$ cat config.mk
export PLATFORM = sky130hd
export DESIGN_NAME = axi_crossbar
export DESIGN_NICKNAME = d
export VERILOG_FILES = /design/src/hdl/axi_pkg.sv /design/src/hdl/soc_map_pkg.sv /design/src/hdl/turn_arbiter.sv /design/src/hdl/read_router.sv /design/src/hdl/write_router.sv /design/src/hdl/axi_crossbar.sv
export SDC_FILE = /design/constraint.sdc
export NUM_CORES = 1
export LEC_CHECK = 0
export ABC_AREA = 1
export BUFFER_PORTS_ARGS = -buffer_cell sky130_fd_sc_hd__buf_2
export CAP_MARGIN = 15
export CELL_PAD_IN_SITES_DETAIL_PLACEMENT = 0
export CELL_PAD_IN_SITES_GLOBAL_PLACEMENT = 1
export CORE_AREA = 2 2 335 337
export DETAILED_ROUTE_END_ITERATION = 10
export DIE_AREA = 0 0 337 339
export PLACE_DENSITY = 0.36
export SYNTH_ARGS = -nofsm -noshare
export SYNTH_HDL_FRONTEND = slang
export SYNTH_SLANG_ARGS = --single-unit
$ cat constraint.sdc
create_clock -name ACLK -period 3.6 [get_ports ACLK]
set_clock_uncertainty 0.2 [all_clocks]
set_input_delay 0.9 -clock ACLK [delete_from_list [all_inputs] [get_ports ACLK]]
set_output_delay 0.9 -clock ACLK [all_outputs]
set_load 0.1 [all_outputs]
$ cat src/hdl/axi_pkg.sv
`default_nettype none

package axi_pkg;

  localparam int unsigned ADDR_W  = 32;
  localparam int unsigned DATA_W  = 32;
  localparam int unsigned STRB_W  = DATA_W / 8;
  localparam int unsigned ID_W    = 4;
  localparam int unsigned IDS_W   = 8;
  localparam int unsigned LEN_W   = 4;
  localparam int unsigned SIZE_W  = 3;
  localparam int unsigned BURST_W = 2;
  localparam int unsigned RESP_W  = 2;

  // ==========================================================================
  // Channel payloads, master side and slave side
  // ==========================================================================

  typedef struct packed {
    logic [ID_W-1:0]    id;
    logic [ADDR_W-1:0]  addr;
    logic [LEN_W-1:0]   len;
    logic [SIZE_W-1:0]  size;
    logic [BURST_W-1:0] burst;
    logic               valid;
  } ar_req_t;

  typedef struct packed {
    logic [IDS_W-1:0]   id;
    logic [ADDR_W-1:0]  addr;
    logic [LEN_W-1:0]   len;
    logic [SIZE_W-1:0]  size;
    logic [BURST_W-1:0] burst;
    logic               valid;
  } ars_req_t;

  // AW carries exactly the AR fields
  typedef ar_req_t  aw_req_t;
  typedef ars_req_t aws_req_t;

  typedef struct packed {
    logic [ID_W-1:0]   id;
    logic [DATA_W-1:0] data;
    logic [RESP_W-1:0] resp;
    logic              last;
    logic              valid;
  } r_resp_t;

  typedef struct packed {
    logic [IDS_W-1:0]  id;
    logic [DATA_W-1:0] data;
    logic [RESP_W-1:0] resp;
    logic              last;
    logic              valid;
  } rs_resp_t;

  typedef struct packed {
    logic [DATA_W-1:0] data;
    logic [STRB_W-1:0] strb;
    logic              last;
    logic              valid;
  } w_req_t;

  typedef struct packed {
    logic [ID_W-1:0]   id;
    logic [RESP_W-1:0] resp;
    logic              valid;
  } b_resp_t;

  typedef struct packed {
    logic [IDS_W-1:0]  id;
    logic [RESP_W-1:0] resp;
    logic              valid;
  } bs_resp_t;

  // ==========================================================================
  // ID widening toward slaves, narrowing back toward masters
  // ==========================================================================

  function automatic ars_req_t widen_addr(input ar_req_t m);
    ars_req_t s;
    s.id    = IDS_W'(m.id);
    s.addr  = m.addr;
    s.len   = m.len;
    s.size  = m.size;
    s.burst = m.burst;
    s.valid = m.valid;
    return s;
  endfunction

  function automatic r_resp_t narrow_r(input rs_resp_t s);
    r_resp_t m;
    m.id    = s.id[ID_W-1:0];
    m.data  = s.data;
    m.resp  = s.resp;
    m.last  = s.last;
    m.valid = s.valid;
    return m;
  endfunction

  function automatic b_resp_t narrow_b(input bs_resp_t s);
    b_resp_t m;
    m.id    = s.id[ID_W-1:0];
    m.resp  = s.resp;
    m.valid = s.valid;
    return m;
  endfunction

endpackage

`default_nettype wire

$ cat src/hdl/soc_map_pkg.sv
`default_nettype none

package soc_map_pkg;

  localparam int unsigned NUM_SLAVES = 3;
  localparam int unsigned SLV_IDX_W  = $clog2(NUM_SLAVES);

  localparam logic [SLV_IDX_W-1:0] SLV_ROM = 0;
  localparam logic [SLV_IDX_W-1:0] SLV_IM  = 1;
  localparam logic [SLV_IDX_W-1:0] SLV_DM  = 2;

  // ==========================================================================
  // Address windows
  // ==========================================================================

  // ROM is the bottom 8 KiB
  localparam int unsigned ROM_TAG_LSB = 13;
  localparam logic [axi_pkg::ADDR_W-ROM_TAG_LSB-1:0] ROM_TAG = '0;

  // IM and DM are 64 KiB windows keyed on the upper half
  localparam int unsigned WIN_TAG_LSB = 16;
  localparam logic [axi_pkg::ADDR_W-WIN_TAG_LSB-1:0] IM_TAG = 16'h0001;
  localparam logic [axi_pkg::ADDR_W-WIN_TAG_LSB-1:0] DM_TAG = 16'h0002;

  typedef struct packed {
    logic                 hit;
    logic [SLV_IDX_W-1:0] idx;
  } slave_sel_t;

  function automatic slave_sel_t decode_slave(input logic [axi_pkg::ADDR_W-1:0] addr);
    slave_sel_t sel;
    sel.hit = 1'b1;
    sel.idx = SLV_ROM;
    if (addr[axi_pkg::ADDR_W-1:ROM_TAG_LSB] == ROM_TAG) begin
      sel.idx = SLV_ROM;
    end else if (addr[axi_pkg::ADDR_W-1:WIN_TAG_LSB] == IM_TAG) begin
      sel.idx = SLV_IM;
    end else if (addr[axi_pkg::ADDR_W-1:WIN_TAG_LSB] == DM_TAG) begin
      sel.idx = SLV_DM;
    end else begin
      sel.hit = 1'b0;
    end
    return sel;
  endfunction

endpackage

`default_nettype wire

$ cat src/hdl/turn_arbiter.sv
`timescale 1ns/1ps
`default_nettype none

module turn_arbiter #(
  parameter int unsigned IDLE_CNT_W = 3
) (
  input  wire  ACLK,
  input  wire  ARESET,
  input  wire  rd_busy,
  input  wire  wr_busy,
  input  wire  rd_done,
  input  wire  wr_done,
  output logic m1_turn
);

  logic                  bus_idle;
  logic [IDLE_CNT_W-1:0] idle_cnt;
  logic                  idle_expired;

  assign bus_idle     = !rd_busy && !wr_busy;
  assign idle_expired = bus_idle && (&idle_cnt);

  // Idle cycles since either router last held the bus
  always_ff @(posedge ACLK or posedge ARESET) begin
    if (ARESET) begin
      idle_cnt <= '0;
    end else if (bus_idle) begin
      idle_cnt <= idle_cnt + 1'b1;
    end else begin
      idle_cnt <= '0;
    end
  end

  // Hand over after each completed transfer, or when the holder stays quiet
  always_ff @(posedge ACLK or posedge ARESET) begin
    if (ARESET) begin
      m1_turn <= 1'b0;
    end else if (rd_done || wr_done || idle_expired) begin
      m1_turn <= !m1_turn;
    end
  end

endmodule

`default_nettype wire

$ cat src/hdl/read_router.sv
`timescale 1ns/1ps
`default_nettype none

module read_router (
  input  wire                                              ACLK,
  input  wire                                              ARESET,
  input  wire                                              m1_turn,
  input  axi_pkg::ar_req_t                                 m0_ar,
  output logic                                             m0_ar_ready,
  output axi_pkg::r_resp_t                                 m0_r,
  input  wire                                              m0_r_ready,
  input  axi_pkg::ar_req_t                                 m1_ar,
  output logic                                             m1_ar_ready,
  output axi_pkg::r_resp_t                                 m1_r,
  input  wire                                              m1_r_ready,
  output axi_pkg::ars_req_t [soc_map_pkg::NUM_SLAVES-1:0] s_ar,
  input  wire               [soc_map_pkg::NUM_SLAVES-1:0] s_ar_ready,
  input  axi_pkg::rs_resp_t [soc_map_pkg::NUM_SLAVES-1:0] s_r,
  output logic              [soc_map_pkg::NUM_SLAVES-1:0] s_r_ready,
  output logic                                             rd_busy,
  output logic                                             rd_done
);

  typedef enum logic [1:0] {
    IDLE,
    READ_M0,
    READ_M1
  } rd_state_t;

  rd_state_t                    state;
  rd_state_t                    state_d;
  logic [axi_pkg::ADDR_W-1:0]   addr_q;
  soc_map_pkg::slave_sel_t      sel;
  logic                         route;

  // Channels of whichever master holds the read path
  axi_pkg::ar_req_t             m_ar;
  logic                         m_r_ready;
  logic                         m_ar_ready;
  axi_pkg::r_resp_t             m_r;

  // ==========================================================================
  // FSM
  // ==========================================================================

  always_ff @(posedge ACLK or posedge ARESET) begin
    if (ARESET) begin
      state <= IDLE;
    end else begin
      state <= state_d;
    end
  end

  always_comb begin
    state_d = state;
    case (state)
      IDLE: begin
        if (!m1_turn && m0_ar.valid) begin
          state_d = READ_M0;
        end else if (m1_turn && m1_ar.valid) begin
          state_d = READ_M1;
        end
      end
      READ_M0, READ_M1: begin
        if (rd_done) begin
          state_d = IDLE;
        end
      end
      default: state_d = IDLE;
    endcase
  end

  // Address latched on the grant edge, decoded for the whole burst
  always_ff @(posedge ACLK) begin
    if (state == IDLE && state_d != IDLE) begin
      addr_q <= (state_d == READ_M1) ? m1_ar.addr : m0_ar.addr;
    end
  end

  assign sel = soc_map_pkg::decode_slave(addr_q);

  // ==========================================================================
  // Channel steering
  // ==========================================================================

  assign m_ar      = (state == READ_M1) ? m1_ar : m0_ar;
  assign m_r_ready = (state == READ_M1) ? m1_r_ready : m0_r_ready;

  // Instruction fetch has no path to DM
  assign route = (state != IDLE) && sel.hit &&
                 !(state == READ_M0 && sel.idx == soc_map_pkg::SLV_DM);

  always_comb begin
    s_ar       = '0;
    s_r_ready  = '0;
    m_ar_ready = 1'b0;
    m_r        = '0;
    if (route) begin
      s_ar[sel.idx]      = axi_pkg::widen_addr(m_ar);
      s_r_ready[sel.idx] = m_r_ready;
      m_ar_ready         = s_ar_ready[sel.idx];
      m_r                = axi_pkg::narrow_r(s_r[sel.idx]);
    end
  end

  assign m0_ar_ready = (state == READ_M0) && m_ar_ready;
  assign m1_ar_ready = (state == READ_M1) && m_ar_ready;
  assign m0_r        = (state == READ_M0) ? m_r : '0;
  assign m1_r        = (state == READ_M1) ? m_r : '0;

  assign rd_busy = (state != IDLE);
  assign rd_done = m_r.valid && m_r.last && m_r_ready;

endmodule

`default_nettype wire

$ cat src/hdl/write_router.sv
`timescale 1ns/1ps
`default_nettype none

module write_router (
  input  wire                                              ACLK,
  input  wire                                              ARESET,
  input  wire                                              m1_turn,
  input  axi_pkg::aw_req_t                                 m1_aw,
  output logic                                             m1_aw_ready,
  input  axi_pkg::w_req_t                                  m1_w,
  output logic                                             m1_w_ready,
  output axi_pkg::b_resp_t                                 m1_b,
  input  wire                                              m1_b_ready,
  output axi_pkg::aws_req_t [soc_map_pkg::NUM_SLAVES-1:0] s_aw,
  input  wire               [soc_map_pkg::NUM_SLAVES-1:0] s_aw_ready,
  output axi_pkg::w_req_t   [soc_map_pkg::NUM_SLAVES-1:0] s_w,
  input  wire               [soc_map_pkg::NUM_SLAVES-1:0] s_w_ready,
  input  axi_pkg::bs_resp_t [soc_map_pkg::NUM_SLAVES-1:0] s_b,
  output logic              [soc_map_pkg::NUM_SLAVES-1:0] s_b_ready,
  output logic                                             wr_busy,
  output logic                                             wr_done
);

  typedef enum logic {
    IDLE,
    WRITE
  } wr_state_t;

  wr_state_t                  state;
  wr_state_t                  state_d;
  logic [axi_pkg::ADDR_W-1:0] addr_q;
  soc_map_pkg::slave_sel_t    sel;
  logic                       route;

  always_ff @(posedge ACLK or posedge ARESET) begin
    if (ARESET) begin
      state <= IDLE;
    end else begin
      state <= state_d;
    end
  end

  always_comb begin
    state_d = state;
    case (state)
      IDLE:    if (m1_turn && m1_aw.valid) state_d = WRITE;
      WRITE:   if (wr_done) state_d = IDLE;
      default: state_d = IDLE;
    endcase
  end

  always_ff @(posedge ACLK) begin
    if (state == IDLE && state_d == WRITE) begin
      addr_q <= m1_aw.addr;
    end
  end

  assign sel = soc_map_pkg::decode_slave(addr_q);

  // ==========================================================================
  // Steering, ROM is never a write target
  // ==========================================================================

  assign route = (state == WRITE) && sel.hit && (sel.idx != soc_map_pkg::SLV_ROM);

  always_comb begin
    s_aw        = '0;
    s_w         = '0;
    s_b_ready   = '0;
    m1_aw_ready = 1'b0;
    m1_w_ready  = 1'b0;
    m1_b        = '0;
    if (route) begin
      s_aw[sel.idx]      = axi_pkg::widen_addr(m1_aw);
      s_w[sel.idx]       = m1_w;
      s_b_ready[sel.idx] = m1_b_ready;
      m1_aw_ready        = s_aw_ready[sel.idx];
      m1_w_ready         = s_w_ready[sel.idx];
      m1_b               = axi_pkg::narrow_b(s_b[sel.idx]);
    end
  end

  assign wr_busy = (state == WRITE);
  assign wr_done = m1_b.valid && m1_b_ready;

endmodule

`default_nettype wire

$ cat src/hdl/axi_crossbar.sv
`timescale 1ns/1ps
`default_nettype none

module axi_crossbar #(
  parameter int unsigned IDLE_CNT_W = 3
) (
  input  wire                                              ACLK,
  input  wire                                              ARESET,
  // Master 0, instruction fetch
  input  axi_pkg::ar_req_t                                 m0_ar,
  output logic                                             m0_ar_ready,
  output axi_pkg::r_resp_t                                 m0_r,
  input  wire                                              m0_r_ready,
  // Master 1, data access
  input  axi_pkg::ar_req_t                                 m1_ar,
  output logic                                             m1_ar_ready,
  output axi_pkg::r_resp_t                                 m1_r,
  input  wire                                              m1_r_ready,
  input  axi_pkg::aw_req_t                                 m1_aw,
  output logic                                             m1_aw_ready,
  input  axi_pkg::w_req_t                                  m1_w,
  output logic                                             m1_w_ready,
  output axi_pkg::b_resp_t                                 m1_b,
  input  wire                                              m1_b_ready,
  // Slaves, indexed by soc_map_pkg slave number
  output axi_pkg::ars_req_t [soc_map_pkg::NUM_SLAVES-1:0] s_ar,
  input  wire               [soc_map_pkg::NUM_SLAVES-1:0] s_ar_ready,
  input  axi_pkg::rs_resp_t [soc_map_pkg::NUM_SLAVES-1:0] s_r,
  output logic              [soc_map_pkg::NUM_SLAVES-1:0] s_r_ready,
  output axi_pkg::aws_req_t [soc_map_pkg::NUM_SLAVES-1:0] s_aw,
  input  wire               [soc_map_pkg::NUM_SLAVES-1:0] s_aw_ready,
  output axi_pkg::w_req_t   [soc_map_pkg::NUM_SLAVES-1:0] s_w,
  input  wire               [soc_map_pkg::NUM_SLAVES-1:0] s_w_ready,
  input  axi_pkg::bs_resp_t [soc_map_pkg::NUM_SLAVES-1:0] s_b,
  output logic              [soc_map_pkg::NUM_SLAVES-1:0] s_b_ready
);

  logic m1_turn;
  logic rd_busy;
  logic rd_done;
  logic wr_busy;
  logic wr_done;

  turn_arbiter #(
    .IDLE_CNT_W (IDLE_CNT_W)
  ) u_turn_arbiter (
    .ACLK    (ACLK),
    .ARESET  (ARESET),
    .rd_busy (rd_busy),
    .wr_busy (wr_busy),
    .rd_done (rd_done),
    .wr_done (wr_done),
    .m1_turn (m1_turn)
  );

  read_router u_read_router (
    .ACLK        (ACLK),
    .ARESET      (ARESET),
    .m1_turn     (m1_turn),
    .m0_ar       (m0_ar),
    .m0_ar_ready (m0_ar_ready),
    .m0_r        (m0_r),
    .m0_r_ready  (m0_r_ready),
    .m1_ar       (m1_ar),
    .m1_ar_ready (m1_ar_ready),
    .m1_r        (m1_r),
    .m1_r_ready  (m1_r_ready),
    .s_ar        (s_ar),
    .s_ar_ready  (s_ar_ready),
    .s_r         (s_r),
    .s_r_ready   (s_r_ready),
    .rd_busy     (rd_busy),
    .rd_done     (rd_done)
  );

  write_router u_write_router (
    .ACLK        (ACLK),
    .ARESET      (ARESET),
    .m1_turn     (m1_turn),
    .m1_aw       (m1_aw),
    .m1_aw_ready (m1_aw_ready),
    .m1_w        (m1_w),
    .m1_w_ready  (m1_w_ready),
    .m1_b        (m1_b),
    .m1_b_ready  (m1_b_ready),
    .s_aw        (s_aw),
    .s_aw_ready  (s_aw_ready),
    .s_w         (s_w),
    .s_w_ready   (s_w_ready),
    .s_b         (s_b),
    .s_b_ready   (s_b_ready),
    .wr_busy     (wr_busy),
    .wr_done     (wr_done)
  );

endmodule

`default_nettype wire

Yosys cells after proc, flatten, opt, wreduce, memory -nomap -nowiden
Index checks and enable logic that the tools add are counted.
{"block": "word_totals", "latch_bits": 0, "rom_bits": 0, "output_inout_bits": 511, "ramBits": 0, "regBits": 71, "memories": 0}
{"block": "classes", "n_mux": 55, "n_lt_le_gt_ge": 4, "multipliers": 0, "n_bitwise": 6, "div": 0, "n_eq_ne": 8, "n_reduce_logical": 33, "addsub": 1, "shift": 0}
{"operator": "146-bit by 150-bit AND with 150-bit output", "count": 2}
{"operator": "150-bit 2-to-1 mux", "count": 2}
{"operator": "50-bit demux with 2-bit select", "count": 2}
{"operator": "40-bit 2-to-1 mux", "count": 4}
{"operator": "114-bit AND", "count": 1}
{"operator": "114-bit 2-to-1 mux", "count": 1}
{"operator": "50-bit 2-to-1 mux", "count": 2}
{"operator": "44-bit binary-select mux with 2-bit select", "count": 1}
{"operator": "38-bit demux with 2-bit select", "count": 1}
{"operator": "46-bit 2-to-1 mux", "count": 1}
{"operator": "19-bit zero test", "count": 2}
{"operator": "38-bit 2-to-1 mux", "count": 1}
{"operator": "16-bit by 1-bit equality test with 1-bit output, second input constant", "count": 2}
{"operator": "16-bit by 2-bit equality test with 1-bit output, second input constant", "count": 2}
{"operator": "32-bit 2-to-1 mux", "count": 1}
{"operator": "11-bit binary-select mux with 2-bit select", "count": 1}
{"operator": "1-bit logical AND", "count": 19}
{"operator": "2-bit 2-to-1 mux", "count": 9}
{"operator": "1-bit 2-to-1 mux", "count": 17}
{"operator": "7-bit 2-to-1 mux", "count": 2}
{"operator": "3-bit 2-to-1 mux", "count": 3}
{"operator": "3-bit AND", "count": 2}
{"operator": "1-bit binary-select mux with 2-bit select", "count": 3}
{"operator": "2-bit equality test, second input constant", "count": 3}
{"operator": "other kinds (14)", "count": 23}

Logic depth before layout (Yosys ltp)
{"block": "depth", "word_depth": 15, "ltp_mapped": 16}

Cells and area by module
A second synthesis with hierarchy kept.
{"block": "unflattened", "hier_cells": 1243, "area_unflattened_um2": 7417.1}
{"module": "read_router", "seq_area_each_um2": 620.6, "cells_each": 727, "instances": 1, "area_each_um2": 4047.6}
{"module": "write_router", "seq_area_each_um2": 505.5, "cells_each": 495, "instances": 1, "area_each_um2": 3184.3}
{"module": "turn_arbiter", "seq_area_each_um2": 100.1, "cells_each": 21, "instances": 1, "area_each_um2": 185.2}

Least setup slack after synthesis
OpenSTA, ideal clock, no wires.
{"block": "synth_path", "path_kind": "reg-to-output", "from": "register u_write_router.addr_q[18] in the netlist's numbering", "to": "output s_aw[101] in the netlist's numbering", "path_slack_ps": -1117, "path_buffers": 1, "stages_incl_launch_ff": 8, "t_arrival_ps": 3617, "t_required_ps": 2500, "cell_sequence": "edfxtp_1 -> or2_2 -> nor3_1 -> nand3_1 -> a21oi_4 -> inv_2 -> buf_2 -> nor3_1"}
{"element": "start: declaration", "line_no": "write_router.sv:31", "text": "logic [axi_pkg::ADDR_W-1:0] addr_q;"}
{"element": "start signal: assignment", "line_no": "write_router.sv:54", "text": "addr_q <= m1_aw.addr;"}
{"element": "end: declaration", "line_no": "axi_crossbar.sv:30", "text": "output axi_pkg::aws_req_t [soc_map_pkg::NUM_SLAVES-1:0] s_aw,"}

==> impl_results.md <==
* Inst Count DP at 3425
* Most common cell after layout, fill and taps aside: buf_12
* Hold path cells at 1
* First DRT Iteration DRCs at 409
* Worst-path clk slew at 70 ps
* Initial antenna violation count at 8
* Gp weighted congestion at 0.8085
* Peak supply drop at 0.3239 mV
* DR WL/cell at 18.86 um
* Max H-tree Level at 2
* P_leak at 8.994 nW
* Placed cell areas at 0.02108 mm^2
* Final setup vio count at 0
* Row cnt at 122
* Most frequent cells in the layout: buf_12 (423), buf_2 (337), nor2_2 (222), nor3_4 (133), nand2_1 (124)
* Worst-Skew Late Latency at 310 ps
* Post-synth design cell area at 0.007223 mm^2
* Largest net degree at the start of global routing at 79
* Fill cell count at 12146
* Core Region at 0.1104 mm^2
* Final Non-Filler Cells at 3469
* Final instance area at 0.02205 mm^2
* Final Hold Fails at 0
* Register area at 0.001316 mm^2
* Vias at 11095
* Hold WS at 231.5 ps
* Post-layout min period at 3515 ps
* DP HPWL at 54610 um
* First-pass GRT wire length at 88730 um
* Pre-CTS setup slack at 86.18 ps
* WS Path Type: register to primary output
* GRT overflow at 0
* Area of the multi-input gates at 0.007048 mm^2
* WL final at 65420 um
* Root Buffer: clkbuf_16
* Antenna viol nets, final at 0
* Reg2reg start: u_write_router.addr_q[29]
* Yosys cell types at 35
* Overall die area at 0.1142 mm^2
* Post-synthesis sequential area ratio at 18.22%
* CTS buffer count at 5
* CTS sink cnt at 45
* Crit path DAT at 2410 ps
* Pwr per Cell Area at 169.1 mW/mm^2
* Residual DRC at 0
* Pwr Total at 3.728 mW
* Final period util at 97.63%
* Initial cell density of the core at 6.545%
* CTS tree: yes
* Syn avg cell area at 5.921 um^2
* Crit-path max FO at 6
* Relative slew slack at 30.20%
* Critical path origin: u_read_router.addr_q[25]
* Max Slew Vio Count at 0
* Ports at 866
* #FFs+latches synth at 45
* Post-synthesis cell count at 1220
* Die Height at 339 um
* First drt pass iteration count at 4
* Yosys warns at 0
* Max cap viols at 0
* R2R depth at 10
* CP startpoint kind: register
* Hold Path Origin: u_turn_arbiter.idle_cnt[0]
* Req. time, crit path at 2500 ps
* I/O Buffers at 732
* RSZ-0062 raised after global routing: true
* Max clock buf depth at 2
* Die width at 337 um
* Area Overhead vs Synth at 205.3%
* Final worst slack at 85.25 ps
* Vias in the first global route at 11249
* Max Fclk at 0.2845 GHz
* Hold Path Class: register to register
* Critical Path End Type: primary output
* Status: finished, final reports clean
* Nets at 2340
* Via-to-Cell Ratio at 3.198
* GR Util All Layers at 10.82%
* Layout cells sized above 1 at 67.88%
* Pin slew with the least headroom to its limit at 1036 ps
==> cell families (layout without fill, tap and decap cells) <==
logic type               Yosys count  after routing  share of synthesized area, %
AO/OA/AOI/OAI                    107            107                         10.88
adder cells (fa/ha/maj)            6              6                         1.039
buffers and inverters            330            982                         23.58
flip-flops                        45             45                         18.22
multiplexers                       1              1                        0.1386
other                              1            110                       0.05192
AND/OR/NAND/NOR                  730            730                         46.09
==> per-stage QoR <==
stage / utilization (%) / TNS (ps)
floorplan: - / -25990
global placement: 19.10 / 0
detailed placement: 19.10 / 0
CTS: 19.60 / -42.44
global route: 19.98 / -979.2
finish: 19.98 / 0
==> registers in the layout, indices dropped and copies added (netlist names) <==
signal                   flops
u_read_router.state          2
u_read_router.addr_q        19
u_write_router.addr_q       19
u_write_router.wr_busy       1
u_turn_arbiter.idle_cnt      3
u_turn_arbiter.m1_turn       1
==> cell usage after synthesis (all sizes together) <==
master | n | area (um^2)
nor2 | 254 | 984.7
nor3 | 175 | 875.8
buf | 144 | 1005
nand2 | 135 | 529.3
inv | 112 | 420.4
nand3 | 94 | 488.0
o211ai | 85 | 638.1
clkbuf | 73 | 274.0
or2 | 50 | 312.8
edfxtp | 38 | 1141
nand4 | 20 | 125.1
o21ai | 9 | 45.04
a31oi | 8 | 50.05
dfrtp | 7 | 175.2
ha | 6 | 75.07
a21oi | 4 | 42.54
and3 | 1 | 6.260
clkinv | 1 | 3.750
conb | 1 | 3.750
mux2i | 1 | 10.01
nand3b | 1 | 7.510
o211a | 1 | 10.01
==> report_power, final <==
| group | switching, mW | total [mW] | internal (mW) | leakage [nW] |
|---|---|---|---|---|
| Clock | 0.219 | 0.546 | 0.328 | 0.0808 |
| Combinational | 1.83 | 2.30 | 0.468 | 8.46 |
| Sequential | 0.0910 | 0.883 | 0.792 | 0.448 |
| Total | 2.14 | 3.73 | 1.59 | 8.99 |
==> layer usage <==
layer	track usage [%]	vias to the layer above	wire [um]
li1	-	5356	-
met1	12.89	5292	26370
met2	20.67	413	35460
met3	1.247	34	2595
met4	1.823	0	1005
met5	0	-	0
==> layout make-up <==
cell class | instances | area share (%)
repair buffers | 861 | 50.85
multi-input cells | 953 | 31.96
well taps | 1488 | 8.444
flip-flops and latches | 45 | 5.969
inverters | 113 | 2.020
clock buffers | 6 | 0.5845
clock inverters | 2 | 0.1589
diodes | 1 | 0.01135
==> worst max-delay path, cell delays in order (launching register included) <==
cell	delay [ps]
edfxtp_1	380
nor2_2	140
nand2_2	120
nor2_8	230
nand2_4	110
nand3_4	90
nand2_4	70
clkinv_8	70
buf_12	120
buf_16	120
o211ai_1	220
nor2_2	220
buf_12	190
==> what timing repair did <==
item | CTS | global route
setup buffers | 17 | 11
resized for setup | 35 | 48
setup endpoints to repair | 294 | 247
hold buffers | 0 | 0
cloned | 4 | 5
pin swaps | 26 | 27
==> worst paths after layout <==
check	end	slack, ps
min in group asynchronous	u_turn_arbiter.m1_turn	400
setup reg to reg	u_write_router.addr_q[17]	350
setup / recovery	m0_r[4]	90
hold / removal	u_turn_arbiter.idle_cnt[0]	230
hold reg to reg	u_turn_arbiter.idle_cnt[0]	230
max in group asynchronous	u_read_router.state[0]	2520
(Power assumes the default switching activity.)
